===== config.mk =====
export PLATFORM = sky130hd
export DESIGN_NAME = trap_unit_top
export DESIGN_NICKNAME = d
export VERILOG_FILES = /design/src/trap_pkg.sv /design/src/trap_stage_if.sv /design/src/trap_capture.sv /design/src/trap_csr_file.sv /design/src/trap_redirect.sv /design/src/trap_unit_top.sv
export SDC_FILE = /design/constraint.sdc
export NUM_CORES = 1
export LEC_CHECK = 0
export ABC_AREA = 1
export BUFFER_PORTS_ARGS = -buffer_cell sky130_fd_sc_hd__buf_2
export CAP_MARGIN = 20
export CORE_MARGIN = 5
export CORE_UTILIZATION = 54
export CTS_CLUSTER_DIAMETER = 200
export DETAILED_ROUTE_END_ITERATION = 8
export GPL_TIMING_DRIVEN = 0
export PLACE_DENSITY = 0.85
export SYNTH_ARGS = -nofsm -noshare
export SYNTH_HDL_FRONTEND = slang
export SYNTH_HIERARCHICAL = 1
export SYNTH_SLANG_ARGS = --single-unit

===== constraint.sdc =====
create_clock -name clk -period 11.07 [get_ports clk]
set_input_delay 0.5535 -clock clk [delete_from_list [all_inputs] [get_ports clk]]
set_output_delay 0.5535 -clock clk [all_outputs]
set_load 0.02 [all_outputs]

===== src/trap_pkg.sv =====
// trap unit package, cause codes, CSR addresses, mstatus fields and exception priority
`default_nettype none

package trap_pkg;

  // one bit per exception cause code
  parameter int excp_w = 16;

  // exception cause codes
  parameter logic [5:0] cause_inst_misal = 6'd0;
  parameter logic [5:0] cause_inst_acc   = 6'd1;
  parameter logic [5:0] cause_ilg_inst   = 6'd2;
  parameter logic [5:0] cause_brk_pt     = 6'd3;
  parameter logic [5:0] cause_load_misal = 6'd4;
  parameter logic [5:0] cause_load_acc   = 6'd5;
  parameter logic [5:0] cause_stor_misal = 6'd6;
  parameter logic [5:0] cause_stor_acc   = 6'd7;
  parameter logic [5:0] cause_ecall_m    = 6'd11;
  parameter logic [5:0] cause_inst_page  = 6'd12;
  parameter logic [5:0] cause_load_page  = 6'd13;
  parameter logic [5:0] cause_stor_page  = 6'd15;

  // interrupt cause codes, also the mie and mip bit positions
  parameter logic [5:0] cause_soft_itrp  = 6'd3;
  parameter logic [5:0] cause_timer_itrp = 6'd7;
  parameter logic [5:0] cause_exter_itrp = 6'd11;

  // exception priority, highest first; load beats store on a tie
  parameter int excp_prio_n = 12;
  parameter logic [5:0] excp_prio [excp_prio_n] = '{
    cause_brk_pt,
    cause_inst_page,
    cause_inst_acc,
    cause_inst_misal,
    cause_ilg_inst,
    cause_ecall_m,
    cause_load_misal,
    cause_stor_misal,
    cause_load_page,
    cause_stor_page,
    cause_load_acc,
    cause_stor_acc
  };

  // machine trap CSR addresses
  parameter logic [11:0] csr_mstatus  = 12'h300;
  parameter logic [11:0] csr_mie      = 12'h304;
  parameter logic [11:0] csr_mtvec    = 12'h305;
  parameter logic [11:0] csr_mscratch = 12'h340;
  parameter logic [11:0] csr_mepc     = 12'h341;
  parameter logic [11:0] csr_mcause   = 12'h342;
  parameter logic [11:0] csr_mtval    = 12'h343;
  parameter logic [11:0] csr_mip      = 12'h344;

  // mstatus fields kept by this unit
  parameter int mstatus_mie_bit  = 3;
  parameter int mstatus_mpie_bit = 7;

endpackage

`default_nettype wire


===== src/trap_stage_if.sv =====
// trap stage link, one trap event passed between two pipeline stages
`timescale 1ns/1ns
`default_nettype none

interface trap_stage_if #(
  parameter int xlen = 64
);

  logic            valid;
  logic            stall;
  logic            is_mret;
  logic            is_excp;
  logic [5:0]      excp_code;
  logic [xlen-1:0] epc;
  logic [xlen-1:0] tval;
  // only meaningful from the CSR stage onward
  logic [xlen-1:0] tvec;
  logic            is_intr;

  modport src (
    output valid, is_mret, is_excp, excp_code, epc, tval, tvec, is_intr,
    input  stall
  );

  modport dst (
    input  valid, is_mret, is_excp, excp_code, epc, tval, tvec, is_intr,
    output stall
  );

endinterface

`default_nettype wire


===== src/trap_capture.sv =====
// trap capture stage, commit handshake receiver with exception priority and trap value select
`timescale 1ns/1ns
`default_nettype none

module trap_capture #(
  parameter int xlen = 64
) (
  input  logic                        clk,
  input  logic                        rst_n,
  input  logic                        trap_req,
  output logic                        trap_ack,
  input  logic [trap_pkg::excp_w-1:0] excp_vec,
  input  logic                        is_mret,
  input  logic [xlen-1:0]             epc,
  input  logic [31:0]                 inst,
  input  logic [xlen-1:0]             mem_addr,
  trap_stage_if.src                   out
);

  logic            can_load;
  logic            load;
  logic            found;
  logic [5:0]      code;
  logic [xlen-1:0] tval;

  // register empty or draining this cycle
  assign can_load = !out.valid || !out.stall;
  assign load     = trap_req && !trap_ack && can_load;

  // four-phase receiver
  always_ff @(posedge clk or negedge rst_n) begin
    if (!rst_n) begin
      trap_ack <= 1'b0;
    end else if (trap_ack && !trap_req) begin
      trap_ack <= 1'b0;
    end else if (load) begin
      trap_ack <= 1'b1;
    end
  end

  // first set bit in priority order wins
  always_comb begin
    found = 1'b0;
    code  = '0;
    for (int i = 0; i < trap_pkg::excp_prio_n; i++) begin
      if (!found && excp_vec[trap_pkg::excp_prio[i][3:0]]) begin
        found = 1'b1;
        code  = trap_pkg::excp_prio[i];
      end
    end
  end

  always_comb begin
    tval = '0;
    if (found) begin
      case (code)
        trap_pkg::cause_inst_misal,
        trap_pkg::cause_inst_acc,
        trap_pkg::cause_inst_page:  tval = epc;
        trap_pkg::cause_ilg_inst:   tval = xlen'(inst);
        trap_pkg::cause_load_misal,
        trap_pkg::cause_load_acc,
        trap_pkg::cause_load_page,
        trap_pkg::cause_stor_misal,
        trap_pkg::cause_stor_acc,
        trap_pkg::cause_stor_page:  tval = mem_addr;
        default:                    tval = '0;
      endcase
    end
  end

  always_ff @(posedge clk or negedge rst_n) begin
    if (!rst_n) begin
      out.valid <= 1'b0;
    end else if (load) begin
      out.valid <= 1'b1;
    end else if (!out.stall) begin
      out.valid <= 1'b0;
    end
  end

  // a faulting instruction never executes its mret
  always_ff @(posedge clk) begin
    if (load) begin
      out.is_mret   <= is_mret && !found;
      out.is_excp   <= found;
      out.excp_code <= code;
      out.epc       <= epc;
      out.tval      <= tval;
    end
  end

  // vector and interrupt flag are formed in the CSR stage
  assign out.tvec    = '0;
  assign out.is_intr = 1'b0;

endmodule

`default_nettype wire


===== src/trap_csr_file.sv =====
// trap CSR stage, interrupt gating, trap CSR update and software CSR port
`timescale 1ns/1ns
`default_nettype none

module trap_csr_file #(
  parameter int xlen = 64
) (
  input  logic            clk,
  input  logic            rst_n,
  input  logic            irq_soft,
  input  logic            irq_timer,
  input  logic            irq_ext,
  input  logic            csr_wr_en,
  input  logic [11:0]     csr_addr,
  input  logic [xlen-1:0] csr_wr_data,
  output logic [xlen-1:0] csr_rd_data,
  trap_stage_if.dst       in,
  trap_stage_if.src       out
);

  // interrupt vectors ordered {ext, timer, soft}
  logic [2:0]      mip_r;
  logic [2:0]      mie_r;
  logic [2:0]      pend;
  logic            mst_mie;
  logic            mst_mpie;
  logic [xlen-1:2] mtvec_base;
  logic            mtvec_vec;
  logic [xlen-1:0] mscratch;
  logic [xlen-1:0] mepc;
  logic [xlen-1:0] mcause;
  logic [xlen-1:0] mtval;
  logic [xlen-1:0] mtvec_rd;
  logic            accept;
  logic            intr_take;
  logic            excp_take;
  logic            trap_take;
  logic [5:0]      intr_code;
  logic [5:0]      trap_code;
  logic [xlen-1:0] trap_tval;

  assign in.stall = out.valid && out.stall;
  assign accept   = in.valid && !in.stall;
  assign mtvec_rd = {mtvec_base, 1'b0, mtvec_vec};

  always_ff @(posedge clk or negedge rst_n) begin
    if (!rst_n) begin
      mip_r <= '0;
    end else begin
      mip_r <= {irq_ext, irq_timer, irq_soft};
    end
  end

  // external, then software, then timer
  assign pend = mie_r & mip_r;
  always_comb begin
    if (pend[2]) begin
      intr_code = trap_pkg::cause_exter_itrp;
    end else if (pend[0]) begin
      intr_code = trap_pkg::cause_soft_itrp;
    end else begin
      intr_code = trap_pkg::cause_timer_itrp;
    end
  end

  assign intr_take = !in.is_mret && mst_mie && (|pend);
  assign excp_take = !in.is_mret && !intr_take && in.is_excp;
  assign trap_take = intr_take || excp_take;
  assign trap_code = intr_take ? intr_code : in.excp_code;
  assign trap_tval = intr_take ? '0 : in.tval;

  // trap updates come last so a same-cycle software write loses
  always_ff @(posedge clk or negedge rst_n) begin
    if (!rst_n) begin
      mst_mie    <= 1'b0;
      mst_mpie   <= 1'b0;
      mie_r      <= '0;
      mtvec_base <= '0;
      mtvec_vec  <= 1'b0;
      mscratch   <= '0;
      mepc       <= '0;
      mcause     <= '0;
      mtval      <= '0;
    end else begin
      if (csr_wr_en) begin
        case (csr_addr)
          trap_pkg::csr_mstatus: begin
            mst_mie  <= csr_wr_data[trap_pkg::mstatus_mie_bit];
            mst_mpie <= csr_wr_data[trap_pkg::mstatus_mpie_bit];
          end
          trap_pkg::csr_mie: begin
            mie_r <= {csr_wr_data[trap_pkg::cause_exter_itrp],
                      csr_wr_data[trap_pkg::cause_timer_itrp],
                      csr_wr_data[trap_pkg::cause_soft_itrp]};
          end
          trap_pkg::csr_mtvec: begin
            mtvec_base <= csr_wr_data[xlen-1:2];
            // modes 2 and 3 fall back to direct
            mtvec_vec  <= (csr_wr_data[1:0] == 2'b01);
          end
          trap_pkg::csr_mscratch: mscratch <= csr_wr_data;
          trap_pkg::csr_mepc:     mepc     <= csr_wr_data;
          trap_pkg::csr_mcause:   mcause   <= csr_wr_data;
          trap_pkg::csr_mtval:    mtval    <= csr_wr_data;
          default: begin
          end
        endcase
      end
      if (accept && in.is_mret) begin
        mst_mie  <= mst_mpie;
        mst_mpie <= 1'b1;
      end else if (accept && trap_take) begin
        mepc             <= in.epc;
        mcause           <= '0;
        mcause[xlen-1]   <= intr_take;
        mcause[5:0]      <= trap_code;
        mtval            <= trap_tval;
        mst_mpie         <= mst_mie;
        mst_mie          <= 1'b0;
      end
    end
  end

  // dropped interrupt checks never reach redirect
  always_ff @(posedge clk or negedge rst_n) begin
    if (!rst_n) begin
      out.valid <= 1'b0;
    end else if (accept) begin
      out.valid <= in.is_mret || trap_take;
    end else if (!out.stall) begin
      out.valid <= 1'b0;
    end
  end

  always_ff @(posedge clk) begin
    if (accept) begin
      out.is_mret   <= in.is_mret;
      out.is_excp   <= excp_take;
      out.is_intr   <= intr_take;
      out.excp_code <= trap_code;
      out.epc       <= in.epc;
      out.tval      <= trap_tval;
      out.tvec      <= in.is_mret ? mepc : mtvec_rd;
    end
  end

  always_comb begin
    csr_rd_data = '0;
    case (csr_addr)
      trap_pkg::csr_mstatus: begin
        csr_rd_data[trap_pkg::mstatus_mie_bit]  = mst_mie;
        csr_rd_data[trap_pkg::mstatus_mpie_bit] = mst_mpie;
      end
      trap_pkg::csr_mie: begin
        csr_rd_data[trap_pkg::cause_exter_itrp] = mie_r[2];
        csr_rd_data[trap_pkg::cause_timer_itrp] = mie_r[1];
        csr_rd_data[trap_pkg::cause_soft_itrp]  = mie_r[0];
      end
      trap_pkg::csr_mip: begin
        csr_rd_data[trap_pkg::cause_exter_itrp] = mip_r[2];
        csr_rd_data[trap_pkg::cause_timer_itrp] = mip_r[1];
        csr_rd_data[trap_pkg::cause_soft_itrp]  = mip_r[0];
      end
      trap_pkg::csr_mtvec:    csr_rd_data = mtvec_rd;
      trap_pkg::csr_mscratch: csr_rd_data = mscratch;
      trap_pkg::csr_mepc:     csr_rd_data = mepc;
      trap_pkg::csr_mcause:   csr_rd_data = mcause;
      trap_pkg::csr_mtval:    csr_rd_data = mtval;
      default:                csr_rd_data = '0;
    endcase
  end

endmodule

`default_nettype wire


===== src/trap_redirect.sv =====
// trap redirect stage, target select and four-phase sender toward fetch
`timescale 1ns/1ns
`default_nettype none

module trap_redirect #(
  parameter int xlen = 64
) (
  input  logic            clk,
  input  logic            rst_n,
  trap_stage_if.dst       in,
  output logic            redir_req,
  input  logic            redir_ack,
  output logic [xlen-1:0] redir_pc,
  output logic [xlen-1:0] redir_cause
);

  // sender states
  localparam logic [1:0] st_idle = 2'd0;
  localparam logic [1:0] st_arm  = 2'd1;
  localparam logic [1:0] st_req  = 2'd2;
  localparam logic [1:0] st_drop = 2'd3;

  logic [1:0]      state;
  logic            leaving;
  logic            load;
  logic [xlen-1:0] base;
  logic [xlen-1:0] target;
  logic [xlen-1:0] cause;

  // slot frees up once ack has dropped
  assign leaving  = (state == st_drop) && !redir_ack;
  assign in.stall = (state != st_idle) && !leaving;
  assign load     = in.valid && !in.stall;

  assign base = {in.tvec[xlen-1:2], 2'b00};

  always_comb begin
    if (in.is_mret) begin
      target = in.tvec;
    end else if (in.tvec[0] && in.is_intr) begin
      // vectored interrupt, one word per cause
      target = base + (xlen'(in.excp_code) << 2);
    end else begin
      target = base;
    end
  end

  always_comb begin
    cause = '0;
    if (!in.is_mret) begin
      cause[xlen-1] = in.is_intr;
      cause[5:0]    = in.excp_code;
    end
  end

  always_ff @(posedge clk or negedge rst_n) begin
    if (!rst_n) begin
      state <= st_idle;
    end else begin
      case (state)
        st_idle: if (load) state <= st_arm;
        st_arm:  state <= st_req;
        st_req:  if (redir_ack) state <= st_drop;
        st_drop: begin
          if (!redir_ack) begin
            state <= load ? st_arm : st_idle;
          end
        end
        default: state <= st_idle;
      endcase
    end
  end

  // held stable for the whole request
  always_ff @(posedge clk) begin
    if (load) begin
      redir_pc    <= target;
      redir_cause <= cause;
    end
  end

  assign redir_req = (state == st_req);

endmodule

`default_nettype wire


===== src/trap_unit_top.sv =====
// machine-mode trap unit, three-stage capture, CSR and redirect pipeline
`timescale 1ns/1ns
`default_nettype none

module trap_unit_top #(
  parameter int xlen = 64
) (
  input  logic                        clk,
  input  logic                        rst_n,
  // commit side
  input  logic                        trap_req,
  output logic                        trap_ack,
  input  logic [trap_pkg::excp_w-1:0] excp_vec,
  input  logic                        is_mret,
  input  logic [xlen-1:0]             epc,
  input  logic [31:0]                 inst,
  input  logic [xlen-1:0]             mem_addr,
  // interrupt lines
  input  logic                        irq_soft,
  input  logic                        irq_timer,
  input  logic                        irq_ext,
  // software CSR port
  input  logic                        csr_wr_en,
  input  logic [11:0]                 csr_addr,
  input  logic [xlen-1:0]             csr_wr_data,
  output logic [xlen-1:0]             csr_rd_data,
  // fetch side
  output logic                        redir_req,
  input  logic                        redir_ack,
  output logic [xlen-1:0]             redir_pc,
  output logic [xlen-1:0]             redir_cause
);

  trap_stage_if #(.xlen(xlen)) s1_to_s2 ();
  trap_stage_if #(.xlen(xlen)) s2_to_s3 ();

  trap_capture #(.xlen(xlen)) u_trap_capture (
    .clk      (clk),
    .rst_n    (rst_n),
    .trap_req (trap_req),
    .trap_ack (trap_ack),
    .excp_vec (excp_vec),
    .is_mret  (is_mret),
    .epc      (epc),
    .inst     (inst),
    .mem_addr (mem_addr),
    .out      (s1_to_s2.src)
  );

  trap_csr_file #(.xlen(xlen)) u_trap_csr_file (
    .clk         (clk),
    .rst_n       (rst_n),
    .irq_soft    (irq_soft),
    .irq_timer   (irq_timer),
    .irq_ext     (irq_ext),
    .csr_wr_en   (csr_wr_en),
    .csr_addr    (csr_addr),
    .csr_wr_data (csr_wr_data),
    .csr_rd_data (csr_rd_data),
    .in          (s1_to_s2.dst),
    .out         (s2_to_s3.src)
  );

  trap_redirect #(.xlen(xlen)) u_trap_redirect (
    .clk         (clk),
    .rst_n       (rst_n),
    .in          (s2_to_s3.dst),
    .redir_req   (redir_req),
    .redir_ack   (redir_ack),
    .redir_pc    (redir_pc),
    .redir_cause (redir_cause)
  );

endmodule

`default_nettype wire


==> impl_table.tex <==
\begin{tabular}{lr}
\hline
Metric & Value \\
\hline
\multicolumn{2}{l}{\textbf{Clock network}} \\
Clock Sinks & 609 \\
Clock tree from TritonCTS & done \\
Clock-pin slew on the worst setup and hold paths & 0.06 ns \\
Clock tree root driver cell & clkbuf\_16 \\
Clock network latency to the later pin of the worst-skew pair & 0.65 ns \\
Post-cts resize count & 0 \\
Number of buffers inserted by hold repair at cts & 3 \\
CTS H-tree lvls & 2 \\
Buffers inserted by post-CTS timing repair & 0 \\
Worst-case clock buffer depth & 3 \\
Cts bufs inserted & 61 \\
\multicolumn{2}{l}{\textbf{Pwr}} \\
Sequential group share of total power & 0.465 \\
PwrDens & 184 mW/mm\^{}2 \\
Net switching share of the total power & 0.344 \\
Int Power & 4.64 mW \\
Sw Pwr & 2.44 mW \\
Leakage power of the design & 19.0 nW \\
Share of power burned in the clock network & 0.297 \\
Peak supply drop & 157 uV \\
Combinational share of power & 0.238 \\
\multicolumn{2}{l}{\textbf{Global routing}} \\
Aggregate global routing overflow & 0 \\
First-pass GRT wire length & 181 mm \\
Number of global-route vias before repair & 29800 \\
Global router's overall resource usage & 0.361 \\
Maximum number of pins on one net before global-route repair & 113 \\
Initial antenna violation count & 14 \\
\multicolumn{2}{l}{\textbf{Floorplanning}} \\
Die X-Extent & 257 um \\
Die Y-Extent & 257 um \\
Number of core rows & 90 \\
Die ar. & 0.0660 sq mm \\
Starting utilization of the core area & 0.546 \\
Number of top-level pins & 455 \\
Total core area & 0.0604 sq mm \\
\multicolumn{2}{l}{\textbf{Synthesis}} \\
Post-Synthesis Cell Area & 0.0329 sq mm \\
Gate Count Post-Synth & 4174 \\
Synth Area per Inst & 7.89 sq um \\
Yosys Warn Count & 6 \\
\multicolumn{2}{l}{\textbf{Setup path}} \\
Standard cell with the maximum stage delay on the critical path & clkbuf\_1 \\
Cell Chain, Critical Path & buf\_2 -> nor2\_1 -> clkbuf\_1 -> clkbuf\_1 -> nand3\_1 -> o21ai\_1 -> inv\_1 -> nand2\_1 -> buf\_2 \\
Endpoint type of the worst setup path & output pin \\
Maximum cell stage delay along the critical path & 0.92 ns \\
Arr. time, crit path & 3.28 ns \\
Kind of cell adding the most delay to the critical path & buffers and inverters \\
Crit path required time & 10.52 ns \\
Buffers plus inverters on the worst setup path & 5 \\
WS Path Type & primary input to output pin \\
Register-to-register setup slack & 7.53 ns \\
Count of cells along the worst register-to-register path & 13 \\
Worst Setup Start Kind & primary input \\
Largest fanout on the critical path & 10 \\
Crit path depth & 9 \\
\multicolumn{2}{l}{\textbf{Routing}} \\
Length of the first detailed-routing pass in iterations & 6 \\
First DRT Iteration DRCs & 4138 \\
Remaining design rule violation count & 0 \\
Antenna-violating nets left & 0 \\
Routed vias/inst & 5.67 \\
Routed vias & 31400 \\
Routed len/inst & 22.3 um \\
Detailed-route wire length & 124 mm \\
\multicolumn{2}{l}{\textbf{STA}} \\
Count of final hold-check violations & 0 \\
Hold Worst Slack & 0.0378 ns \\
Relative slew slack & 0.188 \\
Tightest Pin Transition & 1.22 ns \\
Share of the clock period used by the worst path after layout & 0.347 \\
Maximum clock rate & 261 MHz \\
Setup repair after global routing missed its margin & no \\
Worst clock skew & 0.0210 ns \\
Endpoints failing setup & 0 \\
Final setup TNS & 0 ns \\
Max-slew violation total from the final report & 0 \\
Post-route minimum period & 3.84 ns \\
\multicolumn{2}{l}{\textbf{Place}} \\
DP HPWL & 93.4 mm \\
GP Congestion & 1.02 \\
Input/output buffers & 392 \\
\multicolumn{2}{l}{\textbf{Run status}} \\
Status & complete, no violations \\
\multicolumn{2}{l}{\textbf{Hold path}} \\
Number of cells on the worst hold path & 1 \\
Type of the tightest min-delay check & primary input to flop \\
\multicolumn{2}{l}{\textbf{Job}} \\
Maxcap violations & 0 \\
\multicolumn{2}{l}{\textbf{Final layout}} \\
Area overhead of the layout relative to synthesis & 16.7\% \\
Most frequent cells in the layout & nand2\_1, inv\_1, buf\_2 \\
Most common cell after layout, fill and taps aside & nand2\_1 \\
Ratio of cells with drive above 1 in the final layout & 0.177 \\
Number of nets in the final layout & 4973 \\
\hline
\end{tabular}
path summary, 6_finish.rpt:
check | endpoint | startpoint
min in group asynchronous | u_trap_redirect/state[1] | rst_n
worst min register to register | u_trap_csr_file/mepc[21] | u_trap_capture/out.epc[21]
worst min-delay path | u_trap_csr_file/mip_r[1] | irq_timer
worst max register to register | u_trap_capture/out.epc[14] | u_trap_redirect/state[0]
max in group asynchronous | u_trap_csr_file/mepc[23] | rst_n
worst max-delay path | csr_rd_data[30] | csr_addr[0]
state kept, by name, indices dropped and copies added, names as in the netlist, 2 cells and up:
signal	count
u_trap_capture/out.epc	64
u_trap_capture/out.tval	64
u_trap_csr_file/mcause	64
u_trap_csr_file/mepc	64
u_trap_csr_file/mscratch	64
u_trap_csr_file/mtval	64
u_trap_csr_file/out.tvec	64
u_trap_redirect/redir_pc	64
u_trap_csr_file/mtvec_base	62
u_trap_redirect/redir_cause	7
u_trap_csr_file/out.excp_code	6
u_trap_capture/out.excp_code	4
u_trap_csr_file/mie_r	3
u_trap_csr_file/mip_r	3
u_trap_redirect/state	2
final cells by class:
class                      count  area, sq um
inverter                     588         2210
fill                        5285        21900
timing repair buffer         407         2230
antenna                        9         22.5
clock inverter                27          234
buffer                       302         1600
multi-input combinational   2732        12700
clock buffer                  89         1800
tap                          782          978
sequential                   609        16600
per-stage QoR:
step                worst slack, ns  cells  power [mW]  instance area [sq um]   util
detailed placement             7.50   5417        4.95                  36300  0.602
global route                   7.28   5541        7.40                  38400  0.637
finish                         7.23   5545        7.08                  38400  0.637
CTS                            7.51   5536        7.03                  38400  0.636
floorplan                      4.44   4231        4.28                  33200      -
global placement               1.98   5405        4.89                  36100  0.598
routing by layer:
layer | vias to the layer above | global-route usage | part of all wire
li1 | 14300 | - | -
met4 | 14 | 0.188 | 0.061
met1 | 14400 | 0.479 | 0.37
met3 | 442 | 0.0876 | 0.13
met2 | 2196 | 0.554 | 0.44
met5 | - | 0 | 0.00070
power groups by stage:
stage	Clock (mW)	Sequential (mW)	Combinational [mW]
detailed placement	0	3.31	1.64
finish	2.11	3.29	1.68
global route	2.21	3.32	1.86
global placement	0	3.33	1.56
floorplan	0	3.30	0.975
CTS	2.11	3.27	1.65
No activity file was read; power rests on OpenSTA's default activity.
